--- src/rtl/lsu_pkg.sv ---
package lsu_pkg;

    localparam int RBUF_DEPTH = 4;
    localparam logic [2:0] AR_PROT = 3'b000;    // Unprivileged, secure, data access.

    typedef logic [31:0] addr_t;
    typedef logic [31:0] data_t;
    typedef logic [4:0]  regid_t;
    typedef logic [$clog2(RBUF_DEPTH)-1:0] slot_t;
    typedef logic [1:0]  lane_t;

    typedef enum logic [1:0]
    {
        size_byte = 2'b00,
        size_half = 2'b01,
        size_word = 2'b10
    } load_size_e;

    // Life of a read buffer entry.
    typedef enum logic [1:0]
    {
        st_free,
        st_wait,
        st_issued,
        st_done
    } slot_state_e;

endpackage

--- src/rtl/lsu_if.sv ---
`timescale 1ns/1ps

interface ld_req_if
    import lsu_pkg::*;
();
    logic       valid;
    logic       ready;
    addr_t      addr;
    load_size_e size;
    logic       is_signed;
    regid_t     regid;
    logic       fault;

    modport decode (output valid, addr, size, is_signed, regid, fault, input ready);
    modport buffer (input valid, addr, size, is_signed, regid, fault, output ready);
endinterface

interface rd_issue_if
    import lsu_pkg::*;
();
    logic  valid;
    slot_t slot;
    addr_t addr;
    logic  take;                                // High for the cycle of the AR handshake.

    modport buffer (output valid, slot, addr, input take);
    modport execute (input valid, slot, addr, output take);
endinterface

interface rd_resp_if
    import lsu_pkg::*;
();
    logic       done;
    slot_t      slot;
    data_t      data;
    logic       err;
    logic       complete;
    lane_t      c_lane;
    load_size_e c_size;
    logic       c_signed;
    regid_t     c_regid;
    data_t      c_data;
    logic       c_fault;

    modport execute (output done, slot, data, err);
    modport buffer (input done, slot, data, err,
                    output complete, c_lane, c_size, c_signed, c_regid, c_data, c_fault);
    modport result (input complete, c_lane, c_size, c_signed, c_regid, c_data, c_fault);
endinterface

--- src/rtl/axi_read_issue.sv ---
`timescale 1ns/1ps

module axi_read_issue
    import lsu_pkg::*;
(
    input  logic        g,
    input  logic        rst,
    rd_issue_if.execute iss,
    rd_resp_if.execute  rsp,
    output logic        ar_valid,
    input  logic        ar_ready,
    output addr_t       ar_addr,
    output logic [2:0]  ar_prot,
    input  logic        r_valid,
    output logic        r_ready,
    input  data_t       r_data,
    input  logic [1:0]  r_resp
);

    slot_t                         tag_q [RBUF_DEPTH];
    logic [$clog2(RBUF_DEPTH)-1:0] wr_ptr;
    logic [$clog2(RBUF_DEPTH)-1:0] rd_ptr;
    logic [$clog2(RBUF_DEPTH):0]   count;
    logic                          ar_fire;
    logic                          r_fire;
    logic                          ar_load;

    assign ar_fire = ar_valid & ar_ready;
    assign r_fire  = r_valid & r_ready;
    assign ar_load = !ar_valid && iss.valid && (count < RBUF_DEPTH);    // Needs room for the tag.

    always_ff @(posedge g)
    begin
        if (rst)
            ar_valid <= 1'b0;
        else if (ar_load)
            ar_valid <= 1'b1;
        else if (ar_fire)
            ar_valid <= 1'b0;
    end

    always_ff @(posedge g)
    begin
        if (ar_load)
            ar_addr <= {iss.addr[31:2], 2'b00};
        if (ar_fire)
            tag_q[wr_ptr] <= iss.slot;
    end

    // R beats return in AR order, so the queue head names the slot.
    always_ff @(posedge g)
    begin
        if (rst)
        begin
            wr_ptr <= '0;
            rd_ptr <= '0;
            count  <= '0;
        end
        else
        begin
            if (ar_fire)
                wr_ptr <= wr_ptr + 1'b1;
            if (r_fire)
                rd_ptr <= rd_ptr + 1'b1;
            case ({ar_fire, r_fire})
                2'b10:   count <= count + 1'b1;
                2'b01:   count <= count - 1'b1;
                default: count <= count;
            endcase
        end
    end

    assign ar_prot   = AR_PROT;
    assign r_ready   = (count != '0);
    assign iss.take  = ar_fire;
    assign rsp.done  = r_fire;
    assign rsp.slot  = tag_q[rd_ptr];
    assign rsp.data  = r_data;
    assign rsp.err   = r_resp[1];    // SLVERR and DECERR both set bit 1.

    a_ar_stable: assert property (@(posedge g) disable iff (rst)
        ar_valid && !ar_ready |=> ar_valid && $stable(ar_addr));

endmodule

--- src/rtl/load_decode.sv ---
`timescale 1ns/1ps

module load_decode
    import lsu_pkg::*;
(
    input  logic       g,
    input  logic       rst,
    input  logic       req_valid,
    output logic       req_ready,
    input  addr_t      req_addr,
    input  load_size_e req_size,
    input  logic       req_signed,
    input  regid_t     req_regid,
    ld_req_if.decode   ent
);

    lane_t lane;
    logic  misaligned;

    assign lane = req_addr[1:0];

    always_comb
    begin
        case (req_size)
            size_byte: misaligned = 1'b0;
            size_half: misaligned = lane[0];
            size_word: misaligned = |lane;
            default:   misaligned = 1'b1;    // Unknown size is treated as a fault.
        endcase
    end

    assign ent.valid     = req_valid;
    assign ent.addr      = req_addr;
    assign ent.size      = req_size;
    assign ent.is_signed = req_signed;
    assign ent.regid     = req_regid;
    assign ent.fault     = misaligned;
    assign req_ready     = ent.ready;

    a_size_defined: assert property (@(posedge g) disable iff (rst)
        req_valid |-> req_size inside {size_byte, size_half, size_word});

endmodule

--- src/rtl/load_result.sv ---
`timescale 1ns/1ps

module load_result
    import lsu_pkg::*;
(
    input  logic      g,
    input  logic      rst,
    rd_resp_if.result rsp,
    output logic      wb_valid,
    output regid_t    wb_regid,
    output data_t     wb_data,
    output logic      wb_fault
);

    data_t shifted;
    data_t extended;

    assign shifted = rsp.c_data >> {rsp.c_lane, 3'b000};    // Bring the lane down to bit 0.

    always_comb
    begin
        case (rsp.c_size)
            size_byte: extended = {{24{rsp.c_signed & shifted[7]}}, shifted[7:0]};
            size_half: extended = {{16{rsp.c_signed & shifted[15]}}, shifted[15:0]};
            default:   extended = shifted;
        endcase
    end

    always_ff @(posedge g)
    begin
        if (rst)
            wb_valid <= 1'b0;
        else
            wb_valid <= rsp.complete;
    end

    always_ff @(posedge g)
    begin
        if (rsp.complete)
        begin
            wb_regid <= rsp.c_regid;
            wb_data  <= rsp.c_fault ? '0 : extended;
            wb_fault <= rsp.c_fault;
        end
    end

endmodule

--- src/rtl/lsu_load_top.sv ---
`timescale 1ns/1ps

module lsu_load_top
    import lsu_pkg::*;
(
    input  logic       g,
    input  logic       rst,
    input  logic       req_valid,
    output logic       req_ready,
    input  addr_t      req_addr,
    input  load_size_e req_size,
    input  logic       req_signed,
    input  regid_t     req_regid,
    output logic       ar_valid,
    input  logic       ar_ready,
    output addr_t      ar_addr,
    output logic [2:0] ar_prot,
    input  logic       r_valid,
    output logic       r_ready,
    input  data_t      r_data,
    input  logic [1:0] r_resp,
    output logic       wb_valid,
    output regid_t     wb_regid,
    output data_t      wb_data,
    output logic       wb_fault
);

    ld_req_if   i_ld_req ();
    rd_issue_if i_rd_issue ();
    rd_resp_if  i_rd_resp ();

    load_decode i_load_decode (
        .g          (g),
        .rst        (rst),
        .req_valid  (req_valid),
        .req_ready  (req_ready),
        .req_addr   (req_addr),
        .req_size   (req_size),
        .req_signed (req_signed),
        .req_regid  (req_regid),
        .ent        (i_ld_req.decode)
    );

    read_buffer i_read_buffer (
        .g   (g),
        .rst (rst),
        .ent (i_ld_req.buffer),
        .iss (i_rd_issue.buffer),
        .rsp (i_rd_resp.buffer)
    );

    axi_read_issue i_axi_read_issue (
        .g        (g),
        .rst      (rst),
        .iss      (i_rd_issue.execute),
        .rsp      (i_rd_resp.execute),
        .ar_valid (ar_valid),
        .ar_ready (ar_ready),
        .ar_addr  (ar_addr),
        .ar_prot  (ar_prot),
        .r_valid  (r_valid),
        .r_ready  (r_ready),
        .r_data   (r_data),
        .r_resp   (r_resp)
    );

    load_result i_load_result (
        .g        (g),
        .rst      (rst),
        .rsp      (i_rd_resp.result),
        .wb_valid (wb_valid),
        .wb_regid (wb_regid),
        .wb_data  (wb_data),
        .wb_fault (wb_fault)
    );

endmodule

--- src/rtl/read_buffer.sv ---
`timescale 1ns/1ps

module read_buffer
    import lsu_pkg::*;
(
    input  logic       g,
    input  logic       rst,
    ld_req_if.buffer   ent,
    rd_issue_if.buffer iss,
    rd_resp_if.buffer  rsp
);

    slot_state_e state_q  [RBUF_DEPTH];
    addr_t       addr_q   [RBUF_DEPTH];
    load_size_e  size_q   [RBUF_DEPTH];
    logic        signed_q [RBUF_DEPTH];
    regid_t      regid_q  [RBUF_DEPTH];
    logic        fault_q  [RBUF_DEPTH];

    logic  any_free;
    logic  any_wait;
    logic  any_done;
    slot_t free_slot;
    slot_t wait_slot;
    slot_t done_slot;
    slot_t issue_slot;
    slot_t cmp_slot;
    logic  alloc;
    logic  lock_q;
    slot_t lock_slot_q;

    // Lowest-index search over the slot states.
    always_comb
    begin
        any_free  = 1'b0;
        any_wait  = 1'b0;
        any_done  = 1'b0;
        free_slot = '0;
        wait_slot = '0;
        done_slot = '0;
        for (int i = RBUF_DEPTH - 1; i >= 0; i--)
        begin
            if (state_q[i] == st_free)
            begin
                any_free  = 1'b1;
                free_slot = slot_t'(i);
            end
            if (state_q[i] == st_wait)
            begin
                any_wait  = 1'b1;
                wait_slot = slot_t'(i);
            end
            if (state_q[i] == st_done)
            begin
                any_done  = 1'b1;
                done_slot = slot_t'(i);
            end
        end
    end

    assign ent.ready = any_free;
    assign alloc     = ent.valid & any_free;

    // Once offered, the issue slot is held until the AR handshake takes it.
    assign issue_slot = lock_q ? lock_slot_q : wait_slot;
    assign iss.valid  = any_wait;
    assign iss.slot   = issue_slot;
    assign iss.addr   = addr_q[issue_slot];

    assign cmp_slot     = rsp.done ? rsp.slot : done_slot;    // R data never waits.
    assign rsp.complete = rsp.done | any_done;
    assign rsp.c_lane   = addr_q[cmp_slot][1:0];
    assign rsp.c_size   = size_q[cmp_slot];
    assign rsp.c_signed = signed_q[cmp_slot];
    assign rsp.c_regid  = regid_q[cmp_slot];
    assign rsp.c_data   = rsp.done ? rsp.data : '0;
    assign rsp.c_fault  = rsp.done ? rsp.err : fault_q[cmp_slot];

    always_ff @(posedge g)
    begin
        if (rst)
        begin
            for (int i = 0; i < RBUF_DEPTH; i++)
                state_q[i] <= st_free;
            lock_q <= 1'b0;
        end
        else
        begin
            for (int i = 0; i < RBUF_DEPTH; i++)
            begin
                if (alloc && free_slot == slot_t'(i))
                    state_q[i] <= ent.fault ? st_done : st_wait;
                else if (iss.take && issue_slot == slot_t'(i))
                    state_q[i] <= st_issued;
                else if (rsp.complete && cmp_slot == slot_t'(i))
                    state_q[i] <= st_free;
            end
            if (iss.take)
                lock_q <= 1'b0;
            else if (iss.valid)
                lock_q <= 1'b1;
        end
    end

    always_ff @(posedge g)
    begin
        if (alloc)
        begin
            addr_q[free_slot]   <= ent.addr;
            size_q[free_slot]   <= ent.size;
            signed_q[free_slot] <= ent.is_signed;
            regid_q[free_slot]  <= ent.regid;
            fault_q[free_slot]  <= ent.fault;
        end
        if (iss.valid && !lock_q)
            lock_slot_q <= wait_slot;
    end

    a_take_waiting: assert property (@(posedge g) disable iff (rst)
        iss.take |-> state_q[issue_slot] == st_wait);

    a_done_issued: assert property (@(posedge g) disable iff (rst)
        rsp.done |-> state_q[rsp.slot] == st_issued);

endmodule
--- config.mk ---
export PLATFORM = sky130hd
export DESIGN_NAME = lsu_load_top
export DESIGN_NICKNAME = d
export VERILOG_FILES = /design/src/rtl/lsu_pkg.sv /design/src/rtl/lsu_if.sv /design/src/rtl/axi_read_issue.sv /design/src/rtl/load_decode.sv /design/src/rtl/load_result.sv /design/src/rtl/lsu_load_top.sv /design/src/rtl/read_buffer.sv
export SDC_FILE = /design/constraint.sdc
export NUM_CORES = 1
export LEC_CHECK = 0
export BUFFER_PORTS_ARGS = -buffer_cell sky130_fd_sc_hd__buf_4
export CORE_UTILIZATION = 55
export CTS_CLUSTER_SIZE = 24
export DETAILED_ROUTE_END_ITERATION = 12
export PLACE_DENSITY = 0.87
export SLEW_MARGIN = 5
export SYNTH_ARGS = -nofsm -noshare
export SYNTH_HDL_FRONTEND = slang
export SYNTH_HIERARCHICAL = 1
export SYNTH_SLANG_ARGS = --single-unit
--- constraint.sdc ---
create_clock -name g -period 11.1 [get_ports g]
set_input_delay 0.555 -clock g [delete_from_list [all_inputs] [get_ports g]]
set_output_delay 0.555 -clock g [all_outputs]
set_load 0.01 [all_outputs]
=== Word level (Yosys, flattened, before mapping) ===
Memory sizes are Yosys's and may differ from the RTL's. A register that Yosys moved wholly into a read port is not among the register bits.
Cells that the tools add are included.

* Bits in registers: 45
* Latch bits: 0
* RAM bits: 180
* Bits in read-only memories: 0
* Input port bits: 79
* Output and inout port bits: 77
* Word-level logic and storage cells: 195
* Memories: 7

{| class="wikitable"
|+ Memories
! memory !! words !! bits a word !! read ports !! clocked after Yosys merged registers in !! write ports !! line !! source
|-
| i_read_buffer.addr_q || 4 || 32 || 2 || 1 || 1 || read_buffer.sv:14 || <nowiki>addr_t addr_q [RBUF_DEPTH];</nowiki>
|-
| i_read_buffer.regid_q || 4 || 5 || 1 || 1 || 1 || read_buffer.sv:17 || <nowiki>regid_t regid_q [RBUF_DEPTH];</nowiki>
|-
| i_axi_read_issue.tag_q || 4 || 2 || 1 || 1 || 1 || axi_read_issue.sv:20 || <nowiki>slot_t tag_q [RBUF_DEPTH];</nowiki>
|-
| i_read_buffer.size_q || 4 || 2 || 1 || 0 || 1 || read_buffer.sv:15 || <nowiki>load_size_e size_q [RBUF_DEPTH];</nowiki>
|-
| i_read_buffer.state_q || 4 || 2 || 4 || 0 || 4 || read_buffer.sv:13 || <nowiki>slot_state_e state_q [RBUF_DEPTH];</nowiki>
|-
| i_read_buffer.fault_q || 4 || 1 || 1 || 0 || 1 || read_buffer.sv:18 || <nowiki>logic fault_q [RBUF_DEPTH];</nowiki>
|-
| 1 more memories || - || - || - || - || - || - ||
|}

* Add/sub/neg operators: 4
* Multipliers: 0
* Divide/modulo/power cells: 0
* $lt $le $gt $ge: 1
* Equality and inequality tests: 22
* Shift operators: 1
* Muxes and demuxes: 102
* Bitwise logic cells: 18
* Reductions and logical operators: 31

{| class="wikitable"
|+ Operator list
! cell !! number
|-
| 1-bit two-way mux || 69
|-
| 32-bit one-hot mux with 2 select lines || 1
|-
| 2-bit two-way mux || 29
|-
| 32-bit two-way mux || 1
|-
| 32-bit by 5-bit >> shifter with 32-bit output || 1
|-
| 2-bit equality test (second input constant) || 12
|-
| 2-bit by 1-bit equality test with 1-bit output (second input constant) || 10
|-
| 2-bit zero test || 9
|-
| 1-bit logical AND || 15
|-
| 1-bit OR || 13
|-
| 3-bit one-hot mux with 2 select lines || 1
|-
| 1-bit bitwise AND || 5
|-
| 2-bit by 1-bit adder with 2-bit output (second input constant) || 2
|-
| 2-bit nonzero test || 2
|-
| 2-bit OR reduction || 2
|-
| 3-bit by 1-bit adder with 3-bit output (second input constant) || 1
|-
| 3-bit less-than comparator (second input constant) || 1
|-
| 1-bit one-hot mux with 3 select lines || 1
|-
| 3-bit nonzero test || 1
|-
| 3-bit by 1-bit subtractor with 3-bit output (second input constant) || 1
|-
| 1-bit zero test || 2
|}

=== Longest topological paths before layout ===
An unclocked memory read counts as a cell.

* Depth after elaboration: 15
* Depth in mapped cells: 12
* Gate-level depth less buffers: 9

=== Hierarchy ===
The synthesis kept the hierarchy.

{| class="wikitable"
|+ By module, submodules not included
! module !! instances !! cells an instance !! area each (um^2) !! sequential area each (um^2)
|-
| read_buffer || 1 || 425 || 7263.2 || 5245.0
|-
| load_result || 1 || 154 || 2099.5 || 1161.1
|-
| axi_read_issue || 1 || 133 || 1985.7 || 1341.3
|-
| load_decode || 1 || 45 || 329.1 || 0.0
|}

=== Least setup slack after synthesis ===
No wires, ideal clock.

* Path type: input -> register
* From: in req_valid
* To: mem i_read_buffer/state_q[3][1] (netlist bit), data pin
* Arrival: 5421 ps
* Required time: 10830 ps
* Slack: 5409 ps
* Stages: 5
* Buffers on the path: 1
* Cells stage by stage: buf_4 > o21ai_0 > nor4_1 > or4_1 > a21oi_1

{| class="wikitable"
|+ RTL lines
! element !! line !! source
|-
| from (decl) || lsu_load_top.sv:8 || <nowiki>input logic req_valid,</nowiki>
|-
| to (decl) || read_buffer.sv:13 ||
|}

=== Worst setup path in the final report ===
* From: reg i_axi_read_issue.count[2]
* To: reg i_load_result.wb_data[30], data pin

* Elaborated cells on any way between the ends: 15

{| class="wikitable"
|+ RTL lines
! element !! line !! source
|-
| from (decl) || axi_read_issue.sv:23 || <nowiki>logic [$clog2(RBUF_DEPTH):0] count;</nowiki>
|-
| from (signal assigned) || axi_read_issue.sv:66 || <nowiki>2'b10: count <= count + 1'b1;</nowiki>
|-
| from (signal assigned) || axi_read_issue.sv:67 || <nowiki>2'b01: count <= count - 1'b1;</nowiki>
|-
| from (signal assigned) || axi_read_issue.sv:68 || <nowiki>default: count <= count;</nowiki>
|-
| 3-bit nonzero test (*) || axi_read_issue.sv:74 || <nowiki>assign r_ready = (count != '0);</nowiki>
|-
| 1-bit bitwise AND (*) || axi_read_issue.sv:29 || <nowiki>assign r_fire = r_valid & r_ready;</nowiki>
|-
| net i_rd_resp.done || lsu_if.sv:33 || <nowiki>logic done;</nowiki>
|-
| 2-bit two-way mux || read_buffer.sv:70 || <nowiki>assign cmp_slot = rsp.done ? rsp.slot : done_slot;</nowiki>
|-
| memory 4 x 1 bit || - ||
|-
| 1-bit two-way mux (*) || read_buffer.sv:77 || <nowiki>assign rsp.c_fault = rsp.done ? rsp.err : fault_q[cmp_slot];</nowiki>
|-
| net i_rd_resp.c_fault || lsu_if.sv:43 || <nowiki>logic c_fault;</nowiki>
|-
| to (signal assigned) || load_result.sv:42 || <nowiki>wb_data <= rsp.c_fault ? '0 : extended;</nowiki>
|-
| to (decl) || load_result.sv:11 || <nowiki>output data_t wb_data,</nowiki>
|}

The timed path passes the listed nets; every way through them passes the cells marked *.
A chain may end at the register's enable or synchronous reset.

==> impl_results.md <==
* Status: finished clean
* Maxcap violations at 0
* Post-Syn Instances at 751
* First-pass GRT wire length at 31,900 um
* Port Buf Inserts at 149
* Inserted Diodes at 0
* Cell Int Power at 0.00257 W
* Post-CTS Setup Repair Bufs at 0
* Seq pwr share at 41.3%
* Reg-to-reg setup timing slack at 6840 ps
* Site Rows at 52
* Setup TNS at 0 ps
* Fmax at 235 MHz
* Placed insts at 1,070
* Pre-antenna DRT Iters at 4
* Worst clock skew at 17.5 ps
* Finish-stage setup viols at 0
* First DRT Iteration DRCs at 270
* Number of global-route vias before repair at 6,120
* Chip width at 147 um
* Min cycle time layout at 4260 ps
* Worst-path maximum fanout at 41
* Pin count of the biggest net entering global routing at 58
* Netlist Area Pre-Place at 0.0116 sq mm
* Root Buffer: clkbuf_16
* DR DRC count at 0
* Finished Cell Area at 0.0132 sq mm
* IO Pins at 156
* Vias at 6,148
* CTS Buffer Depth at 3
* Leakage at 5.09 nW
* Total CTS buffers at 25
* Fin crit share at 38.3%
* CTS tree: built
* Die Ht at 147 um
* Routed len/inst at 18.6 um
* Net Switching at 0.00132 W
* Worst r2r dst: i_load_result/wb_data[30]
* Final hold vios at 0
* Combinational power share at 38.0%
* Worst Hold Endpoint: i_read_buffer/addr_q[3][18]
* Clock Sinks at 262
* Hold Path Depth at 1
* Clock share of power at 20.6%
* Crit end category: flop
* Worst Hold Class: input port to flop
* Sw frac at 33.9%
* Post-CTS Resized at 0
* GRT Total Usage at 18.9%
* Final wirelength at 20,700 um
* PD cells at 296 mW/mm^2
* Worst EP arrival at 4580 ps
* Die area at 0.0217 sq mm
* Post-DP Area at 0.0124 sq mm
* Total gr overflow at 0
* Post-Layout Cell Count at 1,114
* Gpl congestion at 0.804
* Drt via density at 5.52
* CTS hold repair buffers at 0
* P&R area growth vs syn at 13.2%
* Syn Area/Cell at 15.5 sq um
* RSZ-0062 raised after global routing: no
* H-tree depth at 1
* Rel. slew slack at 27.8%
* Fin. max-slew vios at 0
* Yosys warns at 6
* Pre-CTS setup slack at 6860 ps
* HP Start: req_addr[18]
* Final WS setup at 6840 ps
* Worst skew pair latency at 530 ps
* Peak VDD IR at 0.177 mV
* Core Region at 0.0205 sq mm
* Post-layout net count at 912
* Register-to-Register Path Depth at 9
* Share of cells above drive strength 1 at 28.6%
* Clk slew on worst S/H paths at 60 ps
* R2r startpoint: i_axi_read_issue/count[2]
* Critical setup path kind: flop to flop
* Crit path launch type: flop
* Antenna violations before repair at 0
* Measured slew at the worst slew-check pin at 1080 ps
* Post-DRT Antenna Nets at 0
* Initial Util at 56.7%
* Worst EP required at 11,420 ps
* Hpwl dp at 12,500 um
==> stage by stage <==
step	utilization [%]	power, W	hold WS, ps
4_1_cts	64.2	0.00393	197
5_1_grt	64.2	0.00410	196
6_report	64.2	0.00389	228
3_3_place_gp	60.3	0.00306	482
3_5_place_dp	60.3	0.00311	523
2_1_floorplan	-	0.00270	469
==> critical path, cell delays in order, from the launching register on <==
cell and delay (ps):
dfxtp_1 380, o31a_4 530, a221oi_1 390, inv_1 100, o21ai_2 140, buf_4 370, mux4_2 560, mux2_2 440
or3b_1 730, o31ai_1 390
==> worst max-delay path by stage <==
stage | depth (start not counted) | to | start | slack [ps]
after global routing | 9 | i_load_result/wb_data[16] | i_axi_read_issue/count[2] | 6590
after CTS | 9 | i_load_result/wb_data[16] | i_axi_read_issue/count[2] | 6850
after detailed placement | 10 | i_load_result/wb_data[16] | r_valid | 6860
after floorplan | 5 | i_read_buffer/state_q[3][1] | req_valid | 5410
after global placement | 10 | i_load_result/wb_data[16] | r_valid | 6940
final | 9 | i_load_result/wb_data[30] | i_axi_read_issue/count[2] | 6840
==> layer usage <==
layer	track usage (%)	part of all wire (%)	vias to the layer above	routed length [um]
li1	-	-	2903	-
met1	22.8	40	2976	8180
met2	33.7	51	238	10500
met3	5.12	8.0	31	1660
met4	4.64	1.8	0	365
met5	0	0	-	0
==> power groups by stage <==
stage | logic [W] | registers, W | clock network [W]
6_report | 0.00148 | 0.00161 | 0.000802
5_1_grt | 0.00160 | 0.00163 | 0.000860
4_1_cts | 0.00150 | 0.00161 | 0.000826
3_5_place_dp | 0.00148 | 0.00162 | 0
3_3_place_gp | 0.00145 | 0.00161 | 0
2_1_floorplan | 0.00102 | 0.00168 | 0
==> cell type report <==
class / instances / area [sq um]
Sequential cell: 262 / 7750
Fill cell: 1403 / 7340
Multi-Input combinational cell: 364 / 3040
Timing Repair Buffer: 158 / 1190
Clock buffer: 34 / 702
Tap cell: 270 / 338
Clock inverter: 10 / 83.8
Inverter: 16 / 60.1
==> registers in the layout (all words and copies together) (netlist names), 2 cells and up, named ones only <==
signal and flops:
i_axi_read_issue/tag_q 8, i_read_buffer/regid_q 20, i_axi_read_issue/rd_ptr 2, i_load_result/wb_regid 5, i_load_result/wb_data 32, i_axi_read_issue/wr_ptr 2, i_axi_read_issue/count 3, i_read_buffer/state_q 8
i_read_buffer/fault_q 4, i_read_buffer/lock_slot_q 2, i_axi_read_issue/ar_addr 30, i_read_buffer/addr_q 128, i_read_buffer/signed_q 4, i_read_buffer/size_q 8
==> layout by cell type, fill, tap and decap left out, types with 4 or more instances in the layout <==
| cell | count |
|---|---|
| and3_1 | 4 |
| a211oi_1 | 9 |
| o31ai_1 | 7 |
| mux4_2 | 4 |
| o31ai_2 | 9 |
| nand2_1 | 27 |
| a221oi_1 | 9 |
| a21oi_1 | 11 |
| dfxtp_1 | 12 |
| inv_1 | 14 |
| edfxtp_1 | 250 |
| mux2i_1 | 129 |
| and2_1 | 32 |
| nor2_1 | 27 |
| ha_1 | 5 |
| nor3_1 | 12 |
| clkbuf_1 | 7 |
| nor2b_1 | 9 |
| clkinv_1 | 5 |
| mux2_2 | 17 |
| conb_1 | 5 |
| clkbuf_16 | 27 |
| buf_4 | 158 |
Note: power is estimated with default switching activity, not from simulation.
